==> src/include/cam_params.svh <==
`ifndef CAM_PARAMS_SVH
`define CAM_PARAMS_SVH

`define CAM_SCCB_DIV    4      // clk cycles per quarter scl period
`define CAM_RST_CYCLES  20
`define CAM_PIX_CREDITS 4
`define CAM_DEV_ID      8'h42
`define CAM_CFG_LEN     8

// entry 0 is listed first and sits in the top bits, {addr, data} per entry
`define CAM_CFG_TABLE { \
  16'h1280, 16'h1204, 16'h1100, 16'h0C00, \
  16'h3E00, 16'h40D0, 16'h3A04, 16'h8C00  \
}

`endif

==> src/design/pixel_pkg.sv <==
`default_nettype none

package pixel_pkg;

  typedef struct packed {
    logic [4:0] r;
    logic [5:0] g;
    logic [4:0] b;
  } rgb565_t;

  typedef struct packed {
    logic [7:0] y;
    logic [7:0] chroma;  // u or v, alternating
  } yuv422_t;

  // same sensor word, read per fmt_yuv
  typedef union packed {
    rgb565_t rgb;
    yuv422_t yuv;
  } pixel_word_u;

  typedef struct packed {
    pixel_word_u raw;
    logic [7:0]  gray;
    logic        sof;
    logic        eol;
  } pixel_out_t;

endpackage

`default_nettype wire

==> src/design/sccb_pkg.sv <==
`default_nettype none

package sccb_pkg;

  // one register write, device id is added by the bus master
  typedef struct packed {
    logic [7:0] addr;
    logic [7:0] data;
  } sccb_cmd_t;

  // bus master phases
  typedef enum logic [1:0] {
    PH_IDLE,
    PH_START,
    PH_BITS,
    PH_STOP
  } sccb_phase_t;

  localparam int SCCB_FRAME_BITS = 27;  // three 9-bit frames

endpackage

`default_nettype wire

==> src/design/cam_cmd_decode.sv <==
`timescale 1ns/1ps
`default_nettype none
`include "cam_params.svh"

module cam_cmd_decode (
  input  wire logic          clk,
  input  wire logic          reset,
  input  wire logic          start,
  input  wire logic          cmd_credit,
  output logic               cmd_valid,
  output sccb_pkg::sccb_cmd_t cmd,
  output logic               cam_reset,
  output logic               config_done
);

  localparam int IDX_W = $clog2(`CAM_CFG_LEN);
  localparam int RST_W = $clog2(`CAM_RST_CYCLES + 1);
  localparam logic [16*`CAM_CFG_LEN-1:0] CFG_TABLE = `CAM_CFG_TABLE;

  typedef enum logic [2:0] {
    S_IDLE,
    S_HOLD,   // sensor held in reset
    S_ISSUE,
    S_DRAIN,  // wait for last write to finish
    S_DONE
  } dec_state_t;

  dec_state_t       state;
  logic [RST_W-1:0] rst_cnt;
  logic [IDX_W-1:0] idx;
  logic             credit;
  logic             issue;

  assign issue = (state == S_ISSUE) && credit && !cmd_valid;

  always_ff @(posedge clk) begin
    if (reset) begin
      state       <= S_IDLE;
      rst_cnt     <= '0;
      idx         <= '0;
      credit      <= 1'b1;
      cmd_valid   <= 1'b0;
      cam_reset   <= 1'b0;
      config_done <= 1'b0;
    end else begin
      cmd_valid <= issue;
      if (cmd_credit) credit <= 1'b1;
      else if (cmd_valid) credit <= 1'b0;  // spent on the valid cycle

      case (state)
        S_IDLE: if (start) begin
          cam_reset <= 1'b1;
          rst_cnt   <= RST_W'(`CAM_RST_CYCLES - 1);
          state     <= S_HOLD;
        end
        S_HOLD: if (rst_cnt == '0) begin
          cam_reset <= 1'b0;
          state     <= S_ISSUE;
        end else begin
          rst_cnt <= rst_cnt - 1'b1;
        end
        S_ISSUE: if (issue) begin
          idx <= idx + 1'b1;
          if (idx == IDX_W'(`CAM_CFG_LEN - 1)) state <= S_DRAIN;
        end
        S_DRAIN: if (cmd_credit) begin
          config_done <= 1'b1;
          state       <= S_DONE;
        end
        S_DONE: ;
        default: state <= S_IDLE;
      endcase
    end
  end

  always_ff @(posedge clk) begin
    if (issue) cmd <= CFG_TABLE[(`CAM_CFG_LEN - 1 - idx) * 16 +: 16];
  end

  a_valid_has_credit: assert property (@(posedge clk) disable iff (reset)
    cmd_valid |-> credit);

  // master only returns a credit that was spent
  a_no_double_credit: assert property (@(posedge clk) disable iff (reset)
    cmd_credit |-> !credit);

endmodule

`default_nettype wire

==> src/design/cam_ctrl_top.sv <==
`timescale 1ns/1ps
`default_nettype none

module cam_ctrl_top (
  input  wire logic              clk,
  input  wire logic              reset,
  input  wire logic              start,
  input  wire logic              fmt_yuv,
  input  wire logic              pclk,
  input  wire logic              href,
  input  wire logic              vsync,
  input  wire logic [7:0]        d,
  input  wire logic              pix_credit,
  output logic                   cam_reset,
  output logic                   config_done,
  output logic                   scl_drive_low,
  output logic                   sda_drive_low,
  output logic                   pix_valid,
  output pixel_pkg::pixel_out_t  pix,
  output logic                   pix_overflow
);

  logic                cmd_valid;
  sccb_pkg::sccb_cmd_t cmd;
  logic                cmd_credit;

  cam_cmd_decode i_decode (
    .clk         (clk),
    .reset       (reset),
    .start       (start),
    .cmd_credit  (cmd_credit),
    .cmd_valid   (cmd_valid),
    .cmd         (cmd),
    .cam_reset   (cam_reset),
    .config_done (config_done)
  );

  sccb_master i_sccb (
    .clk           (clk),
    .reset         (reset),
    .cmd_valid     (cmd_valid),
    .cmd           (cmd),
    .cmd_credit    (cmd_credit),
    .scl_drive_low (scl_drive_low),
    .sda_drive_low (sda_drive_low)
  );

  pixel_capture i_capture (
    .clk          (clk),
    .reset        (reset),
    .enable       (config_done),  // capture only once the sensor is set up
    .fmt_yuv      (fmt_yuv),
    .pclk         (pclk),
    .href         (href),
    .vsync        (vsync),
    .d            (d),
    .pix_credit   (pix_credit),
    .pix_valid    (pix_valid),
    .pix          (pix),
    .pix_overflow (pix_overflow)
  );

endmodule

`default_nettype wire

==> src/design/pixel_capture.sv <==
`timescale 1ns/1ps
`default_nettype none
`include "cam_params.svh"

module pixel_capture (
  input  wire logic              clk,
  input  wire logic              reset,
  input  wire logic              enable,
  input  wire logic              fmt_yuv,
  input  wire logic              pclk,
  input  wire logic              href,
  input  wire logic              vsync,
  input  wire logic [7:0]        d,
  input  wire logic              pix_credit,
  output logic                   pix_valid,
  output pixel_pkg::pixel_out_t  pix,
  output logic                   pix_overflow
);

  localparam int CW = $clog2(`CAM_PIX_CREDITS + 1);

  logic                  pclk_q;
  logic                  pclk_qq;
  logic                  href_q;
  logic                  href_qq;
  logic                  vsync_q;
  logic                  vsync_qq;
  logic [7:0]            d_q;
  logic                  take;
  logic                  href_fall;
  logic                  vsync_fall;
  logic                  hi_seen;
  logic                  held_valid;
  logic                  sof_pend;
  logic [7:0]            hi_byte;
  logic [7:0]            gray_new;
  pixel_pkg::pixel_word_u word;
  pixel_pkg::pixel_out_t held;  // one pixel kept back to find eol
  logic                  emit;
  logic                  emit_ok;
  logic [CW-1:0]         credits;

  always_ff @(posedge clk) begin
    if (reset) begin
      pclk_q   <= 1'b0;
      pclk_qq  <= 1'b0;
      href_q   <= 1'b0;
      href_qq  <= 1'b0;
      vsync_q  <= 1'b0;
      vsync_qq <= 1'b0;
    end else begin
      pclk_q   <= pclk;
      pclk_qq  <= pclk_q;
      href_q   <= href;
      href_qq  <= href_q;
      vsync_q  <= vsync;
      vsync_qq <= vsync_q;
    end
  end

  always_ff @(posedge clk) d_q <= d;

  assign take       = enable && pclk_q && !pclk_qq && href_q;
  assign href_fall  = enable && !href_q && href_qq;
  assign vsync_fall = enable && !vsync_q && vsync_qq;
  assign word       = {hi_byte, d_q};  // first byte is the high one
  assign emit       = held_valid && ((take && hi_seen) || href_fall);
  assign emit_ok    = emit && (credits != '0);

  always_comb begin
    if (fmt_yuv) gray_new = word.yuv.y;
    else gray_new = {word.rgb.g, word.rgb.g[5:4]};  // widen 6 to 8 bits
  end

  always_ff @(posedge clk) begin
    if (reset) begin
      hi_seen      <= 1'b0;
      held_valid   <= 1'b0;
      sof_pend     <= 1'b0;
      pix_valid    <= 1'b0;
      pix_overflow <= 1'b0;
      credits      <= CW'(`CAM_PIX_CREDITS);
    end else begin
      pix_valid <= emit_ok;
      if (emit && !emit_ok) pix_overflow <= 1'b1;  // sticky
      credits <= credits + CW'(pix_credit) - CW'(emit_ok);
      if (vsync_fall) sof_pend <= 1'b1;

      if (!enable || href_fall) begin
        hi_seen    <= 1'b0;
        held_valid <= 1'b0;
      end else if (take) begin
        hi_seen <= !hi_seen;
        if (hi_seen) begin
          held_valid <= 1'b1;
          sof_pend   <= 1'b0;
        end
      end
    end
  end

  always_ff @(posedge clk) begin
    if (take && !hi_seen) hi_byte <= d_q;
    if (take && hi_seen) begin
      held.raw  <= word;
      held.gray <= gray_new;
      held.sof  <= sof_pend;
      held.eol  <= 1'b0;
    end
    if (emit_ok) begin
      pix     <= held;
      pix.eol <= href_fall;
    end
  end

  // consumer must not return more credits than it was granted
  a_credit_bound: assert property (@(posedge clk) disable iff (reset)
    credits <= CW'(`CAM_PIX_CREDITS));

endmodule

`default_nettype wire

==> src/design/sccb_master.sv <==
`timescale 1ns/1ps
`default_nettype none
`include "cam_params.svh"

module sccb_master (
  input  wire logic                 clk,
  input  wire logic                 reset,
  input  wire logic                 cmd_valid,
  input  wire sccb_pkg::sccb_cmd_t  cmd,
  output logic                      cmd_credit,
  output logic                      scl_drive_low,
  output logic                      sda_drive_low
);

  localparam int DIV_W = $clog2(`CAM_SCCB_DIV + 1);
  localparam int NBITS = sccb_pkg::SCCB_FRAME_BITS;
  localparam logic [7:0] DEV_ID = `CAM_DEV_ID;

  sccb_pkg::sccb_phase_t phase;
  logic [DIV_W-1:0]      div_cnt;
  logic [1:0]            quarter;
  logic [NBITS-1:0]      shreg;
  logic [4:0]            bit_cnt;
  logic                  qtick;
  logic                  bit_end;
  logic                  scl_nxt;
  logic                  sda_nxt;

  assign qtick   = (phase != sccb_pkg::PH_IDLE) &&
                   (div_cnt == DIV_W'(`CAM_SCCB_DIV - 1));
  assign bit_end = qtick && (quarter == 2'd3);

  always_ff @(posedge clk) begin
    if (reset) begin
      phase      <= sccb_pkg::PH_IDLE;
      div_cnt    <= '0;
      quarter    <= '0;
      bit_cnt    <= '0;
      cmd_credit <= 1'b0;
    end else begin
      cmd_credit <= 1'b0;
      if (phase == sccb_pkg::PH_IDLE) begin
        div_cnt <= '0;
        quarter <= '0;
        if (cmd_valid) begin
          phase   <= sccb_pkg::PH_START;
          bit_cnt <= 5'(NBITS - 1);
        end
      end else if (qtick) begin
        div_cnt <= '0;
        quarter <= quarter + 1'b1;
        if (bit_end) begin
          case (phase)
            sccb_pkg::PH_START: phase <= sccb_pkg::PH_BITS;
            sccb_pkg::PH_BITS: begin
              if (bit_cnt == '0) phase <= sccb_pkg::PH_STOP;
              else bit_cnt <= bit_cnt - 1'b1;
            end
            sccb_pkg::PH_STOP: begin
              phase      <= sccb_pkg::PH_IDLE;
              cmd_credit <= 1'b1;
            end
            default: phase <= sccb_pkg::PH_IDLE;
          endcase
        end
      end else begin
        div_cnt <= div_cnt + 1'b1;
      end
    end
  end

  // ninth bit of each frame is a 1, i.e. sda released
  always_ff @(posedge clk) begin
    if (phase == sccb_pkg::PH_IDLE && cmd_valid)
      shreg <= {DEV_ID, 1'b1, cmd.addr, 1'b1, cmd.data, 1'b1};
    else if (phase == sccb_pkg::PH_BITS && bit_end)
      shreg <= {shreg[NBITS-2:0], 1'b1};
  end

  // scl high in quarters 1 and 2, sda only moves while scl is low
  always_comb begin
    scl_nxt = 1'b0;
    sda_nxt = 1'b0;
    case (phase)
      sccb_pkg::PH_START: begin
        scl_nxt = (quarter == 2'd3);
        sda_nxt = (quarter != 2'd0);  // sda falls with scl high
      end
      sccb_pkg::PH_BITS: begin
        scl_nxt = (quarter == 2'd0) || (quarter == 2'd3);
        sda_nxt = !shreg[NBITS-1];
      end
      sccb_pkg::PH_STOP: begin
        scl_nxt = (quarter == 2'd0);
        sda_nxt = (quarter != 2'd3);  // sda rises with scl high
      end
      default: ;
    endcase
  end

  always_ff @(posedge clk) begin
    if (reset) begin
      scl_drive_low <= 1'b0;
      sda_drive_low <= 1'b0;
    end else begin
      scl_drive_low <= scl_nxt;
      sda_drive_low <= sda_nxt;
    end
  end

  a_idle_released: assert property (@(posedge clk) disable iff (reset)
    (phase == sccb_pkg::PH_IDLE) |-> !scl_drive_low && !sda_drive_low);

  // decoder only issues on a credit, so never mid-transaction
  a_cmd_when_idle: assert property (@(posedge clk) disable iff (reset)
    cmd_valid |-> phase == sccb_pkg::PH_IDLE);

endmodule

`default_nettype wire

==> config.mk <==
export PLATFORM = sky130hd
export DESIGN_NAME = cam_ctrl_top
export DESIGN_NICKNAME = d
export VERILOG_FILES = /design/src/design/pixel_pkg.sv /design/src/design/sccb_pkg.sv /design/src/design/cam_cmd_decode.sv /design/src/design/cam_ctrl_top.sv /design/src/design/pixel_capture.sv /design/src/design/sccb_master.sv
export VERILOG_INCLUDE_DIRS = /design/src /design/src/include
export SDC_FILE = /design/constraint.sdc
export NUM_CORES = 1
export LEC_CHECK = 0
export ABC_AREA = 1
export BUFFER_PORTS_ARGS = -buffer_cell sky130_fd_sc_hd__buf_2
export CAP_MARGIN = 10
export CORE_UTILIZATION = 35
export DETAILED_ROUTE_END_ITERATION = 6
export GPL_ROUTABILITY_DRIVEN = 0
export GPL_TIMING_DRIVEN = 0
export PLACE_DENSITY = 0.55
export SYNTH_ARGS = -nofsm -noshare
export SYNTH_HDL_FRONTEND = slang
export SYNTH_SLANG_ARGS = --single-unit
==> constraint.sdc <==
create_clock -name clk -period 3.4 [get_ports clk]
set_clock_uncertainty 0.2 [all_clocks]
set_input_delay 0.17 -clock clk [delete_from_list [all_inputs] [get_ports clk]]
set_output_delay 0.17 -clock clk [all_outputs]
set_load 0.1 [all_outputs]
* After elaboration in Yosys (flattened, before gate mapping)
Cells that the tools add are included.
** Word-level totals
- Register bits :: 153
** Cells by class
- Add/subtract/negate cells :: 8
- Eq/ne operators :: 20
- Shifts and indexed selects :: 1
- Mux-type cells :: 34
- Bitwise logic cells :: 3
- Reduce and logical (&&, ||, !) cells :: 55
** Operator list (count)
- indexed part select 128 x 33 -> 16 bit (first input constant) :: 1
- 2-to-1 mux 5 bit :: 8
- 2-to-1 mux 18 bit :: 2
- logical AND 1 bit :: 18
- 2-to-1 mux 3 bit :: 5
- case mux 3 bit (5 select lines) :: 1
- nonzero test 2 bit :: 7
- != test 2 bit (second input constant) :: 6
- logical NOT 5 bit :: 2
- 2-to-1 mux 2 bit :: 5
- case mux 5 bit (2 select lines) :: 1
- subtractor 5 x 1 -> 5 bit (second input constant) :: 2
- equality test 3 x 2 -> 1 bit (second input constant) :: 3
- logical NOT 1 bit :: 8
- 2-to-1 mux 8 bit :: 1
- 2-to-1 mux 1 bit :: 7
- adder 3 x 1 -> 3 bit (second input constant) :: 2
- equality test 2 bit (second input constant) :: 3
- equality test 3 bit (second input constant) :: 2
- != test 2 x 1 -> 1 bit (second input constant) :: 3
- case mux 1 bit (3 select lines) :: 2
- AND reduction 2 bit :: 3
- AND reduction 3 bit :: 2
- AND reduction 6 bit :: 1
- 19 further kinds :: 26

* Depth between registers and ports, before layout
- Depth after elaboration :: 9
- Gate-level depth with buffers :: 13

* Hierarchy
Synthesis repeated with hierarchy kept, for this count alone.
** Second synthesis, totals
- Cell total of the unflattened synthesis :: 501
- Area total of the unflattened synthesis :: 5688.0 µm²
** Modules (own cells, without submodules)
- pixel_capture :: instances 1, cells each 158, area an instance 2607.5 µm², sequential area each 2212.1 µm²
- sccb_master :: instances 1, cells each 186, area an instance 1813.0 µm², sequential area each 980.9 µm²
- cam_cmd_decode :: instances 1, cells each 157, area an instance 1267.5 µm², sequential area each 600.6 µm²

* Worst setup path after synthesis
Ideal clock, no wire load.
- Path type :: register -> register
- Start point :: reg i_decode.config_done
- End point :: reg i_capture.credits[2]
- Arrival :: 3.960 ns
- Required time :: 3.138 ns
- Path slack :: -0.821 ns
- Stages on the path, launching flop included :: 14
- Path buffers :: 0
- Cells stage by stage :: dfxtp_1 -> nand2_1 -> inv_1 -> nand4_1 -> nand2_1 -> nand2_1 -> nor2_1 -> ha_1 -> inv_1 -> ha_1 -> inv_1 -> fa_1 -> or2_2 -> nand3_1
** Between the ends
- Longest elaborated chain between the ends :: 8
** RTL lines
- start, declared :: line cam_cmd_decode.sv:13 : output logic config_done
- start signal, assigned :: line cam_cmd_decode.sv:44 : config_done <= 1'b0;
- start signal, assigned :: line cam_cmd_decode.sv:67 : config_done <= 1'b1;
- logical AND 1 bit (3 in a row) :: line pixel_capture.sv:63 : assign take = enable && pclk_q && !pclk_qq && href_q;
- logical AND 1 bit :: line pixel_capture.sv:67 : assign emit = held_valid && ((take && hi_seen) || href_fall);
- logical OR 1 bit * :: line pixel_capture.sv:67
- logical AND 1 bit * :: line pixel_capture.sv:67
- logical AND 1 bit * :: line pixel_capture.sv:68 : assign emit_ok = emit && (credits != '0);
- via i_capture.emit_ok :: line pixel_capture.sv:40 : logic emit_ok;
- subtractor 3 x 1 -> 3 bit * :: line pixel_capture.sv:86 : credits <= credits + CW'(pix_credit) - CW'(emit_ok);
- end signal, assigned :: line pixel_capture.sv:82 : credits <= CW'(`CAM_PIX_CREDITS);
- end signal, assigned :: line pixel_capture.sv:86
- end, declared :: line pixel_capture.sv:41 : logic [CW-1:0] credits;
Mark *: on every way through the listed nets, which the timed path passes. The rest lies on a longest branch.
A chain may end at the register's enable or synchronous reset.

* Worst setup path in the final report
Ends and elaborated chain as after synthesis.

==> impl_metrics.toml <==
[status]
status = "finished clean"

[flow_run]
max-cap-violations = 0

[critical_path]
rr_worst_depth = 13
cp_max_fo = 27
worst_setup_path_start_kind = "flop"
cpPeakStageDelay_ps = 590
reg2reg_setup_slack_ps = 370
r2r_start = "i_decode.config_done"
cp_cell_sequence = "nand2_1 -> inv_1 -> nand4_1 -> nand2_1 -> nand2_1 -> nor2_4 -> ha_1 -> inv_1 -> ha_1 -> inv_1 -> fa_1 -> or2_2 -> nand3_1"
worstPathArrival_ps = 3190
slowest_stage = "nor2_4"
end_kind = "flop"
r2r-end = "i_capture.credits[2]"
required_ps = 3560
path_class = "reg2reg"

[layout]
area_growth_pct = 21.5
layout.cells.non_filler = 790
drive_gt1_share_pct = 22.0
multi_input_area_um2 = 1560
nets = 599
diodes = 0
final_core_util_pct = 43.5
area.sequential_um2 = 3790
fillers = 1480

[place]
post-dp-hpwl_mm = 6.33
post-place-ws_ps = 283
numPortBuffers = 45
placed_cells = 746

[timing]
worst_slew_pin_slew_ps = 1020
hold_viol_final = 0
rsz0062_at_grt = "no"
setup_viol_count_final = 0
timing.slew.headroom_pct = 31.8
min_period_ps = 3030
hold-worst-slack_ps = 43.4
fmax_ghz = 0.330
slew_viol_final = 0
setup_slack_ps = 371
fin_tns_setup_ps = 0
period_share_pct = 89.1

[routing]
vias_per_cell = 4.36
ant_nets = 0
drt_iter0_drc = 124
routed_wl_mm = 9.23
vias = 3443
drc = 0
firstDrtPassIters = 4
wl_per_cell_um = 11.7

[power]
leakagePower_nw = 2.87
p_per_area_nw_per_um2 = 697
vdd_ir_drop_max_mv = 0.399

[global_route]
grt_pass1_wl_mm = 15.3
grt_overflow = 0
grt_antenna_before_repair = 0
grt_max_degree = 28
grtUsageTotal_pct = 12.0
grt_pass1_vias = 3253

[clock_tree]
cts.sinks = 147
clkTransAtPathRegs_ps = 60
clock_path_buffers = 2
clk_latency_ps = 420
cts_root_buf = "clkbuf_16"
htree_levels = 4
cts_tree = "yes"
cts_inserted_buffers = 17
cts_setup_buffers = 0

[logic_synthesis]
synthArstFlopShare_pct = 0
ys_seq_elements = 147
syn-num-nets = 523
ys_seq_area_share_pct = 66.9
syn_avg_cell_area_um2 = 11.7
ys_types = 40
ys_warn_count = 0
ys.flop_type = "edfxtp_1"
syn-cell-area_um2 = 5670
synthCells = 485
synth_edf_count = 85

[floorplan]
die_area_um2 = 16700
fp.dieW_um = 129
fp-row-count = 46
die_h_um = 129
core-area_um2 = 15800
initial_core_util_pct = 35.8
ios = 48

[worst_hold_path]
hold_path.class = "in2reg"
worstHoldPathCells = 2
hold_start = "reset"
min_to = "i_sccb.scl_drive_low"
## layout by cell type, fill, tap and decap left out, drive strengths merged, types with 2 or more instances in the layout
cell         count
inv             80
xnor2            2
ha              21
edfxtp          85
bufinv           2
dlygate4sd3     12
o22ai            6
o21ai           20
buf             50
nor2            50
nand4            3
clkinv           3
or2              3
a22o             8
dfxtp           62
nand3b           2
clkbuf          22
a22oi            2
nor3             4
a21oi           19
nand3           19
nand2           92
## through the flow
stage                     area [um2]  total power [mW]
after detailed placement        6170              2.96
after global placement          6170              2.93
after CTS                       6890              4.84
after global routing            6890              5.04
after floorplan                 5680              2.80
final                           6890              4.80
## synthesized netlist by cell type, types with 3 or more instances
library cell / n / area (um2)
a22o_1: 8 / 70.1
o22ai_1: 6 / 37.5
nand2_1: 77 / 289
inv_1: 65 / 244
nand3_1: 17 / 85.1
nor2_4: 3 / 33.8
o21ai_1: 4 / 20.0
clkbuf_1: 4 / 15.0
nor3_1: 4 / 20.0
inv_2: 7 / 26.3
ha_1: 21 / 263
a21oi_1: 15 / 75.1
a21oi_2: 4 / 35.0
o21ai_0: 15 / 75.1
nand2_2: 8 / 50.1
edfxtp_1: 85 / 2550
nor2_1: 39 / 146
nand4_1: 3 / 18.8
dfxtp_1: 62 / 1240
nor2_2: 6 / 37.5
nand2_4: 7 / 78.8
## power by group
part / internal, mW / switching [mW] / total [mW]
Clock: 1.10 / 0.771 / 1.88
Combinational: 0.270 / 0.513 / 0.782
Sequential: 2.06 / 0.0877 / 2.14
Total: 3.43 / 1.37 / 4.80
## metal layers
metal	vias to the layer above	wire (um)	GRT usage, %
met4	0	147	5.19
met2	50	4360	18.8
met5	-	0	0
met3	15	313	3.80
met1	1609	4410	15.3
li1	1769	-	-
## cell families after synthesis
group / share of synthesized area (%)
adder cells (fa/ha/maj): 4.99
XOR/XNOR: 0.464
AND/OR/NAND/NOR: 15.5
AO/OA/AOI/OAI: 6.36
flip-flops: 66.9
buffers and inverters: 5.74
## sequential cells by signal, summed over array words and instances (netlist names), 2 cells and up
register,flops
i_decode.rst_cnt,5
i_decode.state,3
i_decode.idx,3
i_sccb.phase,2
i_capture.d_q,8
i_sccb.quarter,2
i_sccb.shreg,26
i_capture.hi_byte,8
i_sccb.div_cnt,3
i_decode.cmd,10
i_capture.credits,3
i_capture.held,25
i_sccb.bit_cnt,5
i_capture.pix,26
## worst max path at each step
| stage | startpoint | end | slack, ps | cells past startpoint |
|---|---|---|---|---|
| final | i_decode.config_done | i_capture.credits[2] | 370 | 13 |
| after floorplan | i_decode.config_done | i_capture.credits[2] | 290 | 13 |
| after CTS | i_decode.config_done | i_capture.credits[2] | 270 | 13 |
| after global routing | i_decode.config_done | i_capture.credits[2] | 100 | 13 |
| after global placement | i_decode.config_done | i_capture.credits[2] | 360 | 13 |
| after detailed placement | i_decode.config_done | i_capture.credits[2] | 280 | 13 |
## cell type report
cell class,instances,area share (%)
timing repair buffer,57,5.01
clock inverter,14,2.40
buffer,9,0.799
sequential,147,55.1
tap,216,3.92
clock buffer,18,6.23
inverter,72,3.92
multi-input combinational,257,22.6
## repair_timing
action,4_1_cts,5_1_grt
hold endpoints to repair,12,0
resized for setup,0,0
hold buffers,12,0
## critical path, delay by kind of cell (launching register included)
kind                     cells  cell delay [ps]
AND/OR/NAND/NOR              7             1360
adder cells (fa/ha/maj)      3              870
flip-flops                   1              370
buffers and inverters        3              170
(Power assumes the default switching activity.)
